[src/common/decode_pkg.sv]
package decode_pkg;

   // architectural widths
   localparam int XLEN      = 32;
   localparam int NREG_BITS = 5;
   localparam int IMM_BITS  = 16;
   localparam int IDX_BITS  = 26;  // j/jal target index
   localparam int OPC_BITS  = 6;
   localparam int FUNC_BITS = 6;

   localparam logic [NREG_BITS-1:0] REG_RA = 5'd31;  // link register

   // primary opcodes, instr[31:26]
   localparam logic [OPC_BITS-1:0] OP_SPECIAL = 6'h00;
   localparam logic [OPC_BITS-1:0] OP_J       = 6'h02;
   localparam logic [OPC_BITS-1:0] OP_JAL     = 6'h03;
   localparam logic [OPC_BITS-1:0] OP_BEQ     = 6'h04;
   localparam logic [OPC_BITS-1:0] OP_BNE     = 6'h05;
   localparam logic [OPC_BITS-1:0] OP_ADDI    = 6'h08;
   localparam logic [OPC_BITS-1:0] OP_ANDI    = 6'h0c;
   localparam logic [OPC_BITS-1:0] OP_ORI     = 6'h0d;
   localparam logic [OPC_BITS-1:0] OP_LUI     = 6'h0f;
   localparam logic [OPC_BITS-1:0] OP_LW      = 6'h23;
   localparam logic [OPC_BITS-1:0] OP_SW      = 6'h2b;

   // SPECIAL function field, instr[5:0]
   localparam logic [FUNC_BITS-1:0] FN_SLL  = 6'h00;
   localparam logic [FUNC_BITS-1:0] FN_SRL  = 6'h02;
   localparam logic [FUNC_BITS-1:0] FN_SRA  = 6'h03;
   localparam logic [FUNC_BITS-1:0] FN_JR   = 6'h08;
   localparam logic [FUNC_BITS-1:0] FN_JALR = 6'h09;

   typedef enum logic [2:0] {
      ALU_NONE,
      ALU_ADD,
      ALU_AND,
      ALU_OR,
      ALU_LUI,
      ALU_JAL,
      ALU_FUNC   // execute decodes the function field
   } alu_op_t;

   // alu operand a source
   typedef enum logic [1:0] {A_PC, A_RS, A_SHAMT, A_NONE} a_sel_t;

   // alu operand b source
   typedef enum logic {B_RT, B_IMM} b_sel_t;

   typedef enum logic [1:0] {DST_RD, DST_RT, DST_RA} dst_sel_t;

   typedef enum logic [1:0] {EXT_IDX, EXT_SGN, EXT_ZRO, EXT_SHAMT} ext_sel_t;

   typedef enum logic [1:0] {MEM_NONE, MEM_WORD} mem_op_t;

   typedef enum logic {WB_ALU, WB_MEM} wb_src_t;

   typedef struct packed {
      alu_op_t  alu_op;
      a_sel_t   a_sel;
      b_sel_t   b_sel;
      dst_sel_t dst_sel;
   } ex_ctrl_t;

   typedef struct packed {
      mem_op_t rd;
      mem_op_t wr;
   } mem_ctrl_t;

   typedef struct packed {
      logic    wenb;
      wb_src_t src;
   } wb_ctrl_t;

   // consumed inside decode only, never latched
   typedef struct packed {
      logic is_beq;
      logic is_bne;
      logic is_jump;
      logic is_jreg;
   } flow_ctrl_t;

   typedef struct packed {
      logic [XLEN-1:0]      pc;       // pc+4
      logic [XLEN-1:0]      rs_val;
      logic [XLEN-1:0]      rt_val;
      logic [XLEN-1:0]      ext_imm;
      logic [FUNC_BITS-1:0] func;
      logic [NREG_BITS-1:0] rs_num;
      logic [NREG_BITS-1:0] rt_num;
      logic [NREG_BITS-1:0] rd_num;
      ex_ctrl_t             ex;
      mem_ctrl_t            mem;
      wb_ctrl_t             wb;
   } id_ex_t;

endpackage

[src/rtl/reg_file.sv]
module reg_file (
   input  logic                           i_clk,
   input  logic                           i_rst,
   input  logic [decode_pkg::NREG_BITS-1:0] i_rs_num,
   input  logic [decode_pkg::NREG_BITS-1:0] i_rt_num,
   input  logic [decode_pkg::NREG_BITS-1:0] i_wr_num,
   input  logic [decode_pkg::XLEN-1:0]      i_wr_data,
   input  logic                           i_wr_enb,
   output logic [decode_pkg::XLEN-1:0]      o_rs_val,
   output logic [decode_pkg::XLEN-1:0]      o_rt_val,
   output logic                           o_equal
);

   import decode_pkg::*;

   localparam int NREGS = 2 ** NREG_BITS;

   logic [XLEN-1:0] regs [NREGS];

   // write at the edge, readers see it next cycle
   always_ff @(posedge i_clk) begin
      if (i_rst) begin
         for (int i = 0; i < NREGS; i++) begin
            regs[i] <= '0;
         end
      end else if (i_wr_enb && (i_wr_num != '0)) begin  // $zero stays zero
         regs[i_wr_num] <= i_wr_data;
      end
   end

   // no bypass from the write port
   always_comb begin
      o_rs_val = regs[i_rs_num];
      o_rt_val = regs[i_rt_num];
   end

   // compare for beq/bne resolved in decode
   assign o_equal = (o_rs_val == o_rt_val);

endmodule

[src/decode/ctrl_decoder.sv]
module ctrl_decoder (
   input  logic [decode_pkg::XLEN-1:0] i_instr,
   output decode_pkg::ex_ctrl_t        o_ex,
   output decode_pkg::mem_ctrl_t       o_mem,
   output decode_pkg::wb_ctrl_t        o_wb,
   output decode_pkg::flow_ctrl_t      o_flow,
   output logic [decode_pkg::XLEN-1:0] o_ext_imm
);

   import decode_pkg::*;

   logic [OPC_BITS-1:0]  opcode;
   logic [FUNC_BITS-1:0] func;
   logic                 is_jreg_fn;
   ext_sel_t             ext_sel;

   assign opcode     = i_instr[31:26];
   assign func       = i_instr[FUNC_BITS-1:0];
   assign is_jreg_fn = (func == FN_JR) || (func == FN_JALR);

   always_comb begin
      // inactive defaults, also used for unknown opcodes
      ext_sel        = EXT_SGN;
      o_ex.alu_op    = ALU_NONE;
      o_ex.a_sel     = A_NONE;
      o_ex.b_sel     = B_IMM;
      o_ex.dst_sel   = DST_RD;
      o_mem.rd       = MEM_NONE;
      o_mem.wr       = MEM_NONE;
      o_wb.wenb      = 1'b0;
      o_wb.src       = WB_ALU;
      o_flow         = '0;

      case (opcode)
         OP_SPECIAL: begin
            ext_sel      = EXT_SHAMT;
            o_ex.alu_op  = ALU_FUNC;
            o_ex.b_sel   = B_RT;
            case (func)
               FN_JALR:                  o_ex.a_sel = A_PC;     // link value
               FN_SLL, FN_SRL, FN_SRA:   o_ex.a_sel = A_SHAMT;
               default:                  o_ex.a_sel = A_RS;
            endcase
            o_flow.is_jump = is_jreg_fn;
            o_flow.is_jreg = is_jreg_fn;
            // jr and the nop write nothing
            o_wb.wenb = !((func == FN_JR) || (i_instr == '0));
         end
         OP_J: begin
            ext_sel        = EXT_IDX;
            o_flow.is_jump = 1'b1;
         end
         OP_JAL: begin
            ext_sel        = EXT_IDX;
            o_ex.alu_op    = ALU_JAL;
            o_ex.a_sel     = A_PC;
            o_ex.dst_sel   = DST_RA;   // $ra
            o_wb.wenb      = 1'b1;
            o_flow.is_jump = 1'b1;
         end
         OP_BEQ: begin
            o_flow.is_beq = 1'b1;
         end
         OP_BNE: begin
            o_flow.is_bne = 1'b1;
         end
         OP_ADDI: begin
            o_ex.alu_op  = ALU_ADD;
            o_ex.a_sel   = A_RS;
            o_ex.dst_sel = DST_RT;
            o_wb.wenb    = 1'b1;
         end
         OP_ANDI: begin
            ext_sel      = EXT_ZRO;
            o_ex.alu_op  = ALU_AND;
            o_ex.a_sel   = A_RS;
            o_ex.dst_sel = DST_RT;
            o_wb.wenb    = 1'b1;
         end
         OP_ORI: begin
            ext_sel      = EXT_ZRO;
            o_ex.alu_op  = ALU_OR;
            o_ex.a_sel   = A_RS;
            o_ex.dst_sel = DST_RT;
            o_wb.wenb    = 1'b1;
         end
         OP_LUI: begin
            ext_sel      = EXT_ZRO;
            o_ex.alu_op  = ALU_LUI;   // rs unused
            o_ex.dst_sel = DST_RT;
            o_wb.wenb    = 1'b1;
         end
         OP_LW: begin
            o_ex.alu_op  = ALU_ADD;   // base + offset
            o_ex.a_sel   = A_RS;
            o_ex.dst_sel = DST_RT;
            o_mem.rd     = MEM_WORD;
            o_wb.wenb    = 1'b1;
            o_wb.src     = WB_MEM;
         end
         OP_SW: begin
            o_ex.alu_op  = ALU_ADD;
            o_ex.a_sel   = A_RS;
            o_ex.dst_sel = DST_RT;
            o_mem.wr     = MEM_WORD;
         end
         default: ;
      endcase
   end

   // immediate extension
   always_comb begin
      case (ext_sel)
         EXT_IDX:   o_ext_imm = {{(XLEN-IDX_BITS){1'b0}}, i_instr[IDX_BITS-1:0]};
         EXT_ZRO:   o_ext_imm = {{(XLEN-IMM_BITS){1'b0}}, i_instr[IMM_BITS-1:0]};
         EXT_SHAMT: o_ext_imm = {{(XLEN-NREG_BITS){1'b0}}, i_instr[10:6]};
         default:   o_ext_imm = {{(XLEN-IMM_BITS){i_instr[IMM_BITS-1]}},
                                 i_instr[IMM_BITS-1:0]};
      endcase
   end

endmodule

[src/decode/branch_unit.sv]
module branch_unit (
   input  logic [decode_pkg::XLEN-1:0] i_pc,
   input  logic [decode_pkg::XLEN-1:0] i_ext_imm,
   input  logic [decode_pkg::XLEN-1:0] i_rs_val,
   input  logic                        i_equal,
   input  decode_pkg::flow_ctrl_t      i_flow,
   output logic [decode_pkg::XLEN-1:0] o_brh_addr,
   output logic [decode_pkg::XLEN-1:0] o_jmp_addr,
   output logic                        o_pc_beq,
   output logic                        o_pc_src,
   output logic                        o_flush,
   output logic                        o_is_branch,
   output logic                        o_is_jreg
);

   import decode_pkg::*;

   localparam int SEG_BITS = XLEN - IDX_BITS - 2;  // pc bits kept by j/jal

   logic taken;

   // pc+4 plus word offset, wraps like the real adder
   assign o_brh_addr = i_pc + {i_ext_imm[XLEN-3:0], 2'b00};

   // jr/jalr take rs, j/jal stay in the current 256MB segment
   always_comb begin
      if (i_flow.is_jreg) begin
         o_jmp_addr = i_rs_val;
      end else begin
         o_jmp_addr = {i_pc[XLEN-1 -: SEG_BITS], i_ext_imm[IDX_BITS-1:0], 2'b00};
      end
   end

   assign taken = (i_flow.is_beq & i_equal) | (i_flow.is_bne & ~i_equal);

   assign o_pc_beq = taken;
   assign o_pc_src = i_flow.is_jump;
   assign o_flush  = taken | i_flow.is_jump;  // kill the fetched slot

   // hazard unit needs these even when not taken
   assign o_is_branch = i_flow.is_beq | i_flow.is_bne;
   assign o_is_jreg   = i_flow.is_jreg;

endmodule

[src/decode/id_ex_latch.sv]
module id_ex_latch (
   input  logic               i_clk,
   input  logic               i_rst,
   input  logic               i_enb,
   input  logic               i_bubble,
   input  decode_pkg::id_ex_t i_d,
   output decode_pkg::id_ex_t o_q
);

   import decode_pkg::*;

   id_ex_t d_next;

   // bubble keeps the data fields, only controls go inactive
   always_comb begin
      d_next = i_d;
      if (i_bubble) begin
         d_next.ex  = '0;
         d_next.mem = '0;
         d_next.wb  = '0;
      end
   end

   always_ff @(posedge i_clk) begin
      if (i_rst) begin
         o_q <= '0;
      end else if (i_enb) begin  // low enable is the stall
         o_q <= d_next;
      end
   end

endmodule

[src/decode/decode_stage.sv]
module decode_stage (
   input  logic                             i_clk,
   input  logic                             i_rst,
   input  logic [decode_pkg::XLEN-1:0]      i_pc,
   input  logic [decode_pkg::XLEN-1:0]      i_instr,
   input  logic [decode_pkg::XLEN-1:0]      i_wb_data,
   input  logic [decode_pkg::NREG_BITS-1:0] i_wb_dst,
   input  logic                             i_wb_wenb,
   input  logic                             i_enb,
   input  logic                             i_bubble,
   output decode_pkg::id_ex_t               o_id_ex,
   output logic [decode_pkg::XLEN-1:0]      o_brh_addr,
   output logic [decode_pkg::XLEN-1:0]      o_jmp_addr,
   output logic                             o_pc_beq,
   output logic                             o_pc_src,
   output logic                             o_flush,
   output logic                             o_is_branch,
   output logic                             o_is_jreg
);

   import decode_pkg::*;

   logic [XLEN-1:0] rs_val;
   logic [XLEN-1:0] rt_val;
   logic [XLEN-1:0] ext_imm;
   logic            equal;
   ex_ctrl_t        ex_ctrl;
   mem_ctrl_t       mem_ctrl;
   wb_ctrl_t        wb_ctrl;
   flow_ctrl_t      flow_ctrl;
   id_ex_t          id_ex_d;

   reg_file u_reg_file (
      .i_clk     (i_clk),
      .i_rst     (i_rst),
      .i_rs_num  (i_instr[25:21]),
      .i_rt_num  (i_instr[20:16]),
      .i_wr_num  (i_wb_dst),
      .i_wr_data (i_wb_data),
      .i_wr_enb  (i_wb_wenb),
      .o_rs_val  (rs_val),
      .o_rt_val  (rt_val),
      .o_equal   (equal)
   );

   ctrl_decoder u_ctrl_decoder (
      .i_instr   (i_instr),
      .o_ex      (ex_ctrl),
      .o_mem     (mem_ctrl),
      .o_wb      (wb_ctrl),
      .o_flow    (flow_ctrl),
      .o_ext_imm (ext_imm)
   );

   branch_unit u_branch_unit (
      .i_pc        (i_pc),
      .i_ext_imm   (ext_imm),
      .i_rs_val    (rs_val),
      .i_equal     (equal),
      .i_flow      (flow_ctrl),
      .o_brh_addr  (o_brh_addr),
      .o_jmp_addr  (o_jmp_addr),
      .o_pc_beq    (o_pc_beq),
      .o_pc_src    (o_pc_src),
      .o_flush     (o_flush),
      .o_is_branch (o_is_branch),
      .o_is_jreg   (o_is_jreg)
   );

   // bundle for execute, register numbers straight from the fields
   always_comb begin
      id_ex_d.pc      = i_pc;
      id_ex_d.rs_val  = rs_val;
      id_ex_d.rt_val  = rt_val;
      id_ex_d.ext_imm = ext_imm;
      id_ex_d.func    = i_instr[FUNC_BITS-1:0];
      id_ex_d.rs_num  = i_instr[25:21];
      id_ex_d.rt_num  = i_instr[20:16];
      id_ex_d.rd_num  = i_instr[15:11];
      id_ex_d.ex      = ex_ctrl;
      id_ex_d.mem     = mem_ctrl;
      id_ex_d.wb      = wb_ctrl;
   end

   id_ex_latch u_id_ex_latch (
      .i_clk    (i_clk),
      .i_rst    (i_rst),
      .i_enb    (i_enb),
      .i_bubble (i_bubble),
      .i_d      (id_ex_d),
      .o_q      (o_id_ex)
   );

endmodule

[config.mk]
export PLATFORM = sky130hd
export DESIGN_NAME = decode_stage
export DESIGN_NICKNAME = d
export VERILOG_FILES = /design/src/common/decode_pkg.sv /design/src/rtl/reg_file.sv /design/src/decode/ctrl_decoder.sv /design/src/decode/branch_unit.sv /design/src/decode/id_ex_latch.sv /design/src/decode/decode_stage.sv
export SDC_FILE = /design/constraint.sdc
export NUM_CORES = 2
export LEC_CHECK = 0
export ABC_AREA = 1
export BUFFER_PORTS_ARGS = -buffer_cell sky130_fd_sc_hd__clkbuf_2
export CAP_MARGIN = 20
export CORE_MARGIN = 2
export CORE_UTILIZATION = 40
export DETAILED_ROUTE_END_ITERATION = 10
export PLACE_DENSITY = 0.67
export SLEW_MARGIN = 40
export SYNTH_ARGS = -nofsm -noshare
export SYNTH_HDL_FRONTEND = slang
export SYNTH_HIERARCHICAL = 1
export SYNTH_SLANG_ARGS = --single-unit
export TNS_END_PERCENT = 20
[constraint.sdc]
create_clock -name i_clk -period 3.1 [get_ports i_clk]
set_input_delay 0.62 -clock i_clk [delete_from_list [all_inputs] [get_ports i_clk]]
set_output_delay 0.62 -clock i_clk [all_outputs]
set_load 0.005 [all_outputs]
==> impl_metrics.yaml <==
sta:
  rsz0062_at_grt: "yes"
  hold_viol: 0
  setup_slack_ps: -856.4
  min_period_over_period_pct: 127.6
  report.final.setup_viol: 49
  tightest_slew_ps: 721.4
  slew-limit-headroom_pct: 51.91
  fmax_mhz: 252.8
  slew_viol_final: 0
  holdWs_ps: 71.79
  post-route-min-period_ps: 3956
  finClkSkew_ps: 31.32
clock_tree:
  cts_root_buf: "clkbuf_16"
  clk_pin_slew_ps: 60
  clockBufferDepth: 3
  ctsHoldBuffers: 0
  cts_tree: "done"
  cts.sinks: 1187
  cts-htree-levels: 4
  insertion_delay_ps: 800
  numCtsBuffers: 133
die:
  rows: 149
  initial_core_util_pct: 40.30
  fp.dieW_um: 411.9
  die_h_um: 411.9
  ioPinCount: 338
  core-area_sq_um: 165200
  dieArea_sq_um: 169700
flow_run:
  maxCapViolCount: 0
synth:
  synthCells: 8800
  synth.avg_cell_area_sq_um: 7.564
  ys_seq_area_share_pct: 51.10
  netlist_area_sq_um: 66560
  ys_warn_count: 6
  synth-seq-cells: 1187
  synth-async-reset-ratio_pct: 0
  synth_edf_count: 1024
  yosys.area.top_type: "edfxtp_1"
  synthTopCellsByArea: "edfxtp_1 (46%), nand2_1 (20%), nand3_1 (13%)"
  synth_cell_type_count: 41
  synth_top_area_share_pct: 46.20
  synth_top_flop_cell: "edfxtp_1"
  synth.most_common_cell: "nand2_1"
  synth_common_cells: "nand2_1 (3608), nand3_1 (1664), nor2_1 (1079), edfxtp_1 (1024), buf_2 (321)"
detailed_routing:
  route.detailed.drc: 0
  postRouteAntennaNets: 0
  drtPass1Iterations: 9
  wirelength_um: 293000
  drtIter0Drc: 10820
  vias: 68790
  viasPerCell: 5.845
  wl_per_cell_um: 24.89
finish:
  drive_gt1_share_pct: 22.01
  fillerInstances: 15210
  final_nets: 9617
  syn_to_final_growth_pct: 27.66
global_route:
  grt_util_met3_pct: 8.579
  grt.busiest_layer: "met2"
  grt_start_max_net_pins: 129
  grt_pass1_vias: 63630
  grt-ovfl-total: 0
  antenna_found_initial: 10
  grtUsageMet2_pct: 51.47
  grt_pass1_wl_um: 417200
  grt_use_total_pct: 33.08
  met1_usage_pct: 41.00
min_path:
  hp-start: "i_pc[1]"
  hold_depth: 3
  hold_class: "primary input to flop"
  whs_endpoint: "u_id_ex_latch/o_q[132]$_SDFFE_PP0P_"
run_status:
  violations: "setup timing"
  status: "finished with violations"
placed_design:
  place.gp.congestion: 0.9953
  io_buffers: 337
  hpwl_um: 192800
critical_path:
  r2r_setup_slack_ps: 1170
  worst-endpoint-required_ps: 2480
  critical_path_class: "primary input to primary output"
  end_kind: "primary output"
  critPathMaxFanout: 22
  r2r_end: "u_id_ex_latch/o_q[71]$_SDFFE_PP0P_"
  reg2reg_depth: 11
  cp-start-kind: "primary input"
  rr_startpoint: "u_reg_file/regs[3][4]$_SDFFCE_PN0P_"
  arrival_ps: 3340
power_and_ir_drop:
  powerDensity_nw_per_um2: 511.1
  pwr-share-clk_pct: 36.7
  combinationalPowerShare_pct: 20.1
  swShare_pct: 29.45
  switchingPower_mw: 12.79
  intPower_mw: 30.64
  vdd_ir_drop_max_mv: 0.4618
  p_leak_nw: 37.33
  power_mw: 43.43
  seqPwrFrac_pct: 43.2
[stage by stage]
step / util [%] / setup TNS [ps] / cell area [sq um] / setup WS, ps / std cells
floorplan: - / 0 / 66700 / 13.60 / 8832
global placement: 45.84 / -19170 / 75720 / -1485 / 11420
detailed placement: 45.84 / -19490 / 75720 / -1510 / 11420
CTS: 50.05 / -12320 / 82680 / -773.0 / 11720
global route: 51.44 / -17010 / 84970 / -929.1 / 11770
finish: 51.45 / -13040 / 84980 / -856.4 / 11770
[state kept, by name (all words and copies together) (netlist names)]
register	cells
u_id_ex_latch/o_q	163
u_reg_file/regs	1024
[power by group through the flow]
| stage | sequential, mW | clock [mW] | combinational [mW] |
|---|---|---|---|
| global route | 18.8 | 16.7 | 9.17 |
| finish | 18.8 | 16.0 | 8.72 |
| detailed placement | 19.0 | 0 | 7.31 |
| global placement | 19.0 | 0 | 7.24 |
| floorplan | 18.9 | 0 | 3.80 |
| CTS | 18.7 | 16.0 | 7.90 |
[layout by cell type, fill, tap and decap left out, types with 24 or more instances in the layout]
| master | count |
|---|---|
| clkbuf_1 | 24 |
| inv_1 | 143 |
| buf_4 | 593 |
| nand2_2 | 351 |
| conb_1 | 34 |
| nand2_1 | 3209 |
| nor2_1 | 1037 |
| clkbuf_2 | 297 |
| clkbuf_16 | 156 |
| inv_2 | 34 |
| nor2_4 | 33 |
| buf_6 | 75 |
| edfxtp_1 | 1024 |
| nand3_2 | 72 |
| buf_12 | 165 |
| nand2_4 | 57 |
| nand3_1 | 1591 |
| buf_16 | 36 |
| dfxtp_1 | 163 |
| a21oi_1 | 165 |
| ha_4 | 26 |
[routing by layer]
metal | routed length [um] | vias up
li1 | - | 30140
met1 | 103200 | 31980
met2 | 128900 | 5526
met3 | 39610 | 1134
met4 | 21230 | 12
met5 | 69 | -
[cell type report]
class | instances | area (sq um) | area share (%)
flip-flops and latches | 1187 | 34010 | 40.03
multi-input cells | 6744 | 31110 | 36.61
repair buffers | 1222 | 11930 | 14.04
clock buffers | 173 | 3729 | 4.388
well taps | 2189 | 2739 | 3.223
inverters | 189 | 843.3 | 0.9924
clock inverters | 57 | 563.0 | 0.6626
repair inverters | 4 | 37.54 | 0.04417
diodes | 5 | 12.51 | 0.01472
[worst max path at each step]
stage,startpoint,endpoint,cells past startpoint
finish,i_instr[17],o_flush,22
global route,i_instr[16],o_flush,24
CTS,i_instr[16],o_pc_beq,24
detailed placement,i_instr[17],o_flush,22
global placement,i_instr[17],o_flush,22
floorplan,i_instr[21],o_flush,22
[cell families after synthesis]
family | share of synthesized area [%]
xor+xnor | 0.1842
buf+inv | 6.290
simple gates | 39.61
fa+ha+maj | 0.5752
other cells | 0.01128
compound gates | 1.737
mux | 0.4906
flops | 51.10
[timing repair]
action | in CTS | in global routing
endpoints found under the setup margin | 58 | 62
resized for setup | 416 | 499
buffers inserted | 50 | 40
pin swaps | 113 | 183
gates cloned | 20 | 15
[critical path, stage by stage]
cell       delay (ps)
buf_8             140
clkinv_16         140
buf_16            210
buf_12            140
buf_12            120
nand3_1            70
nand3_1           140
nand2_1           110
nand2_2            70
nand3_2            80
nand2_1            90
nand2_2           110
nand2_4           110
nor2_4            160
nand2_1            80
nor2_2             80
buf_4             110
nand2_2            50
nor2_4            220
o21ai_2            80
or2_4             240
buf_6             110
Note: power is estimated with default switching activity, not from simulation.
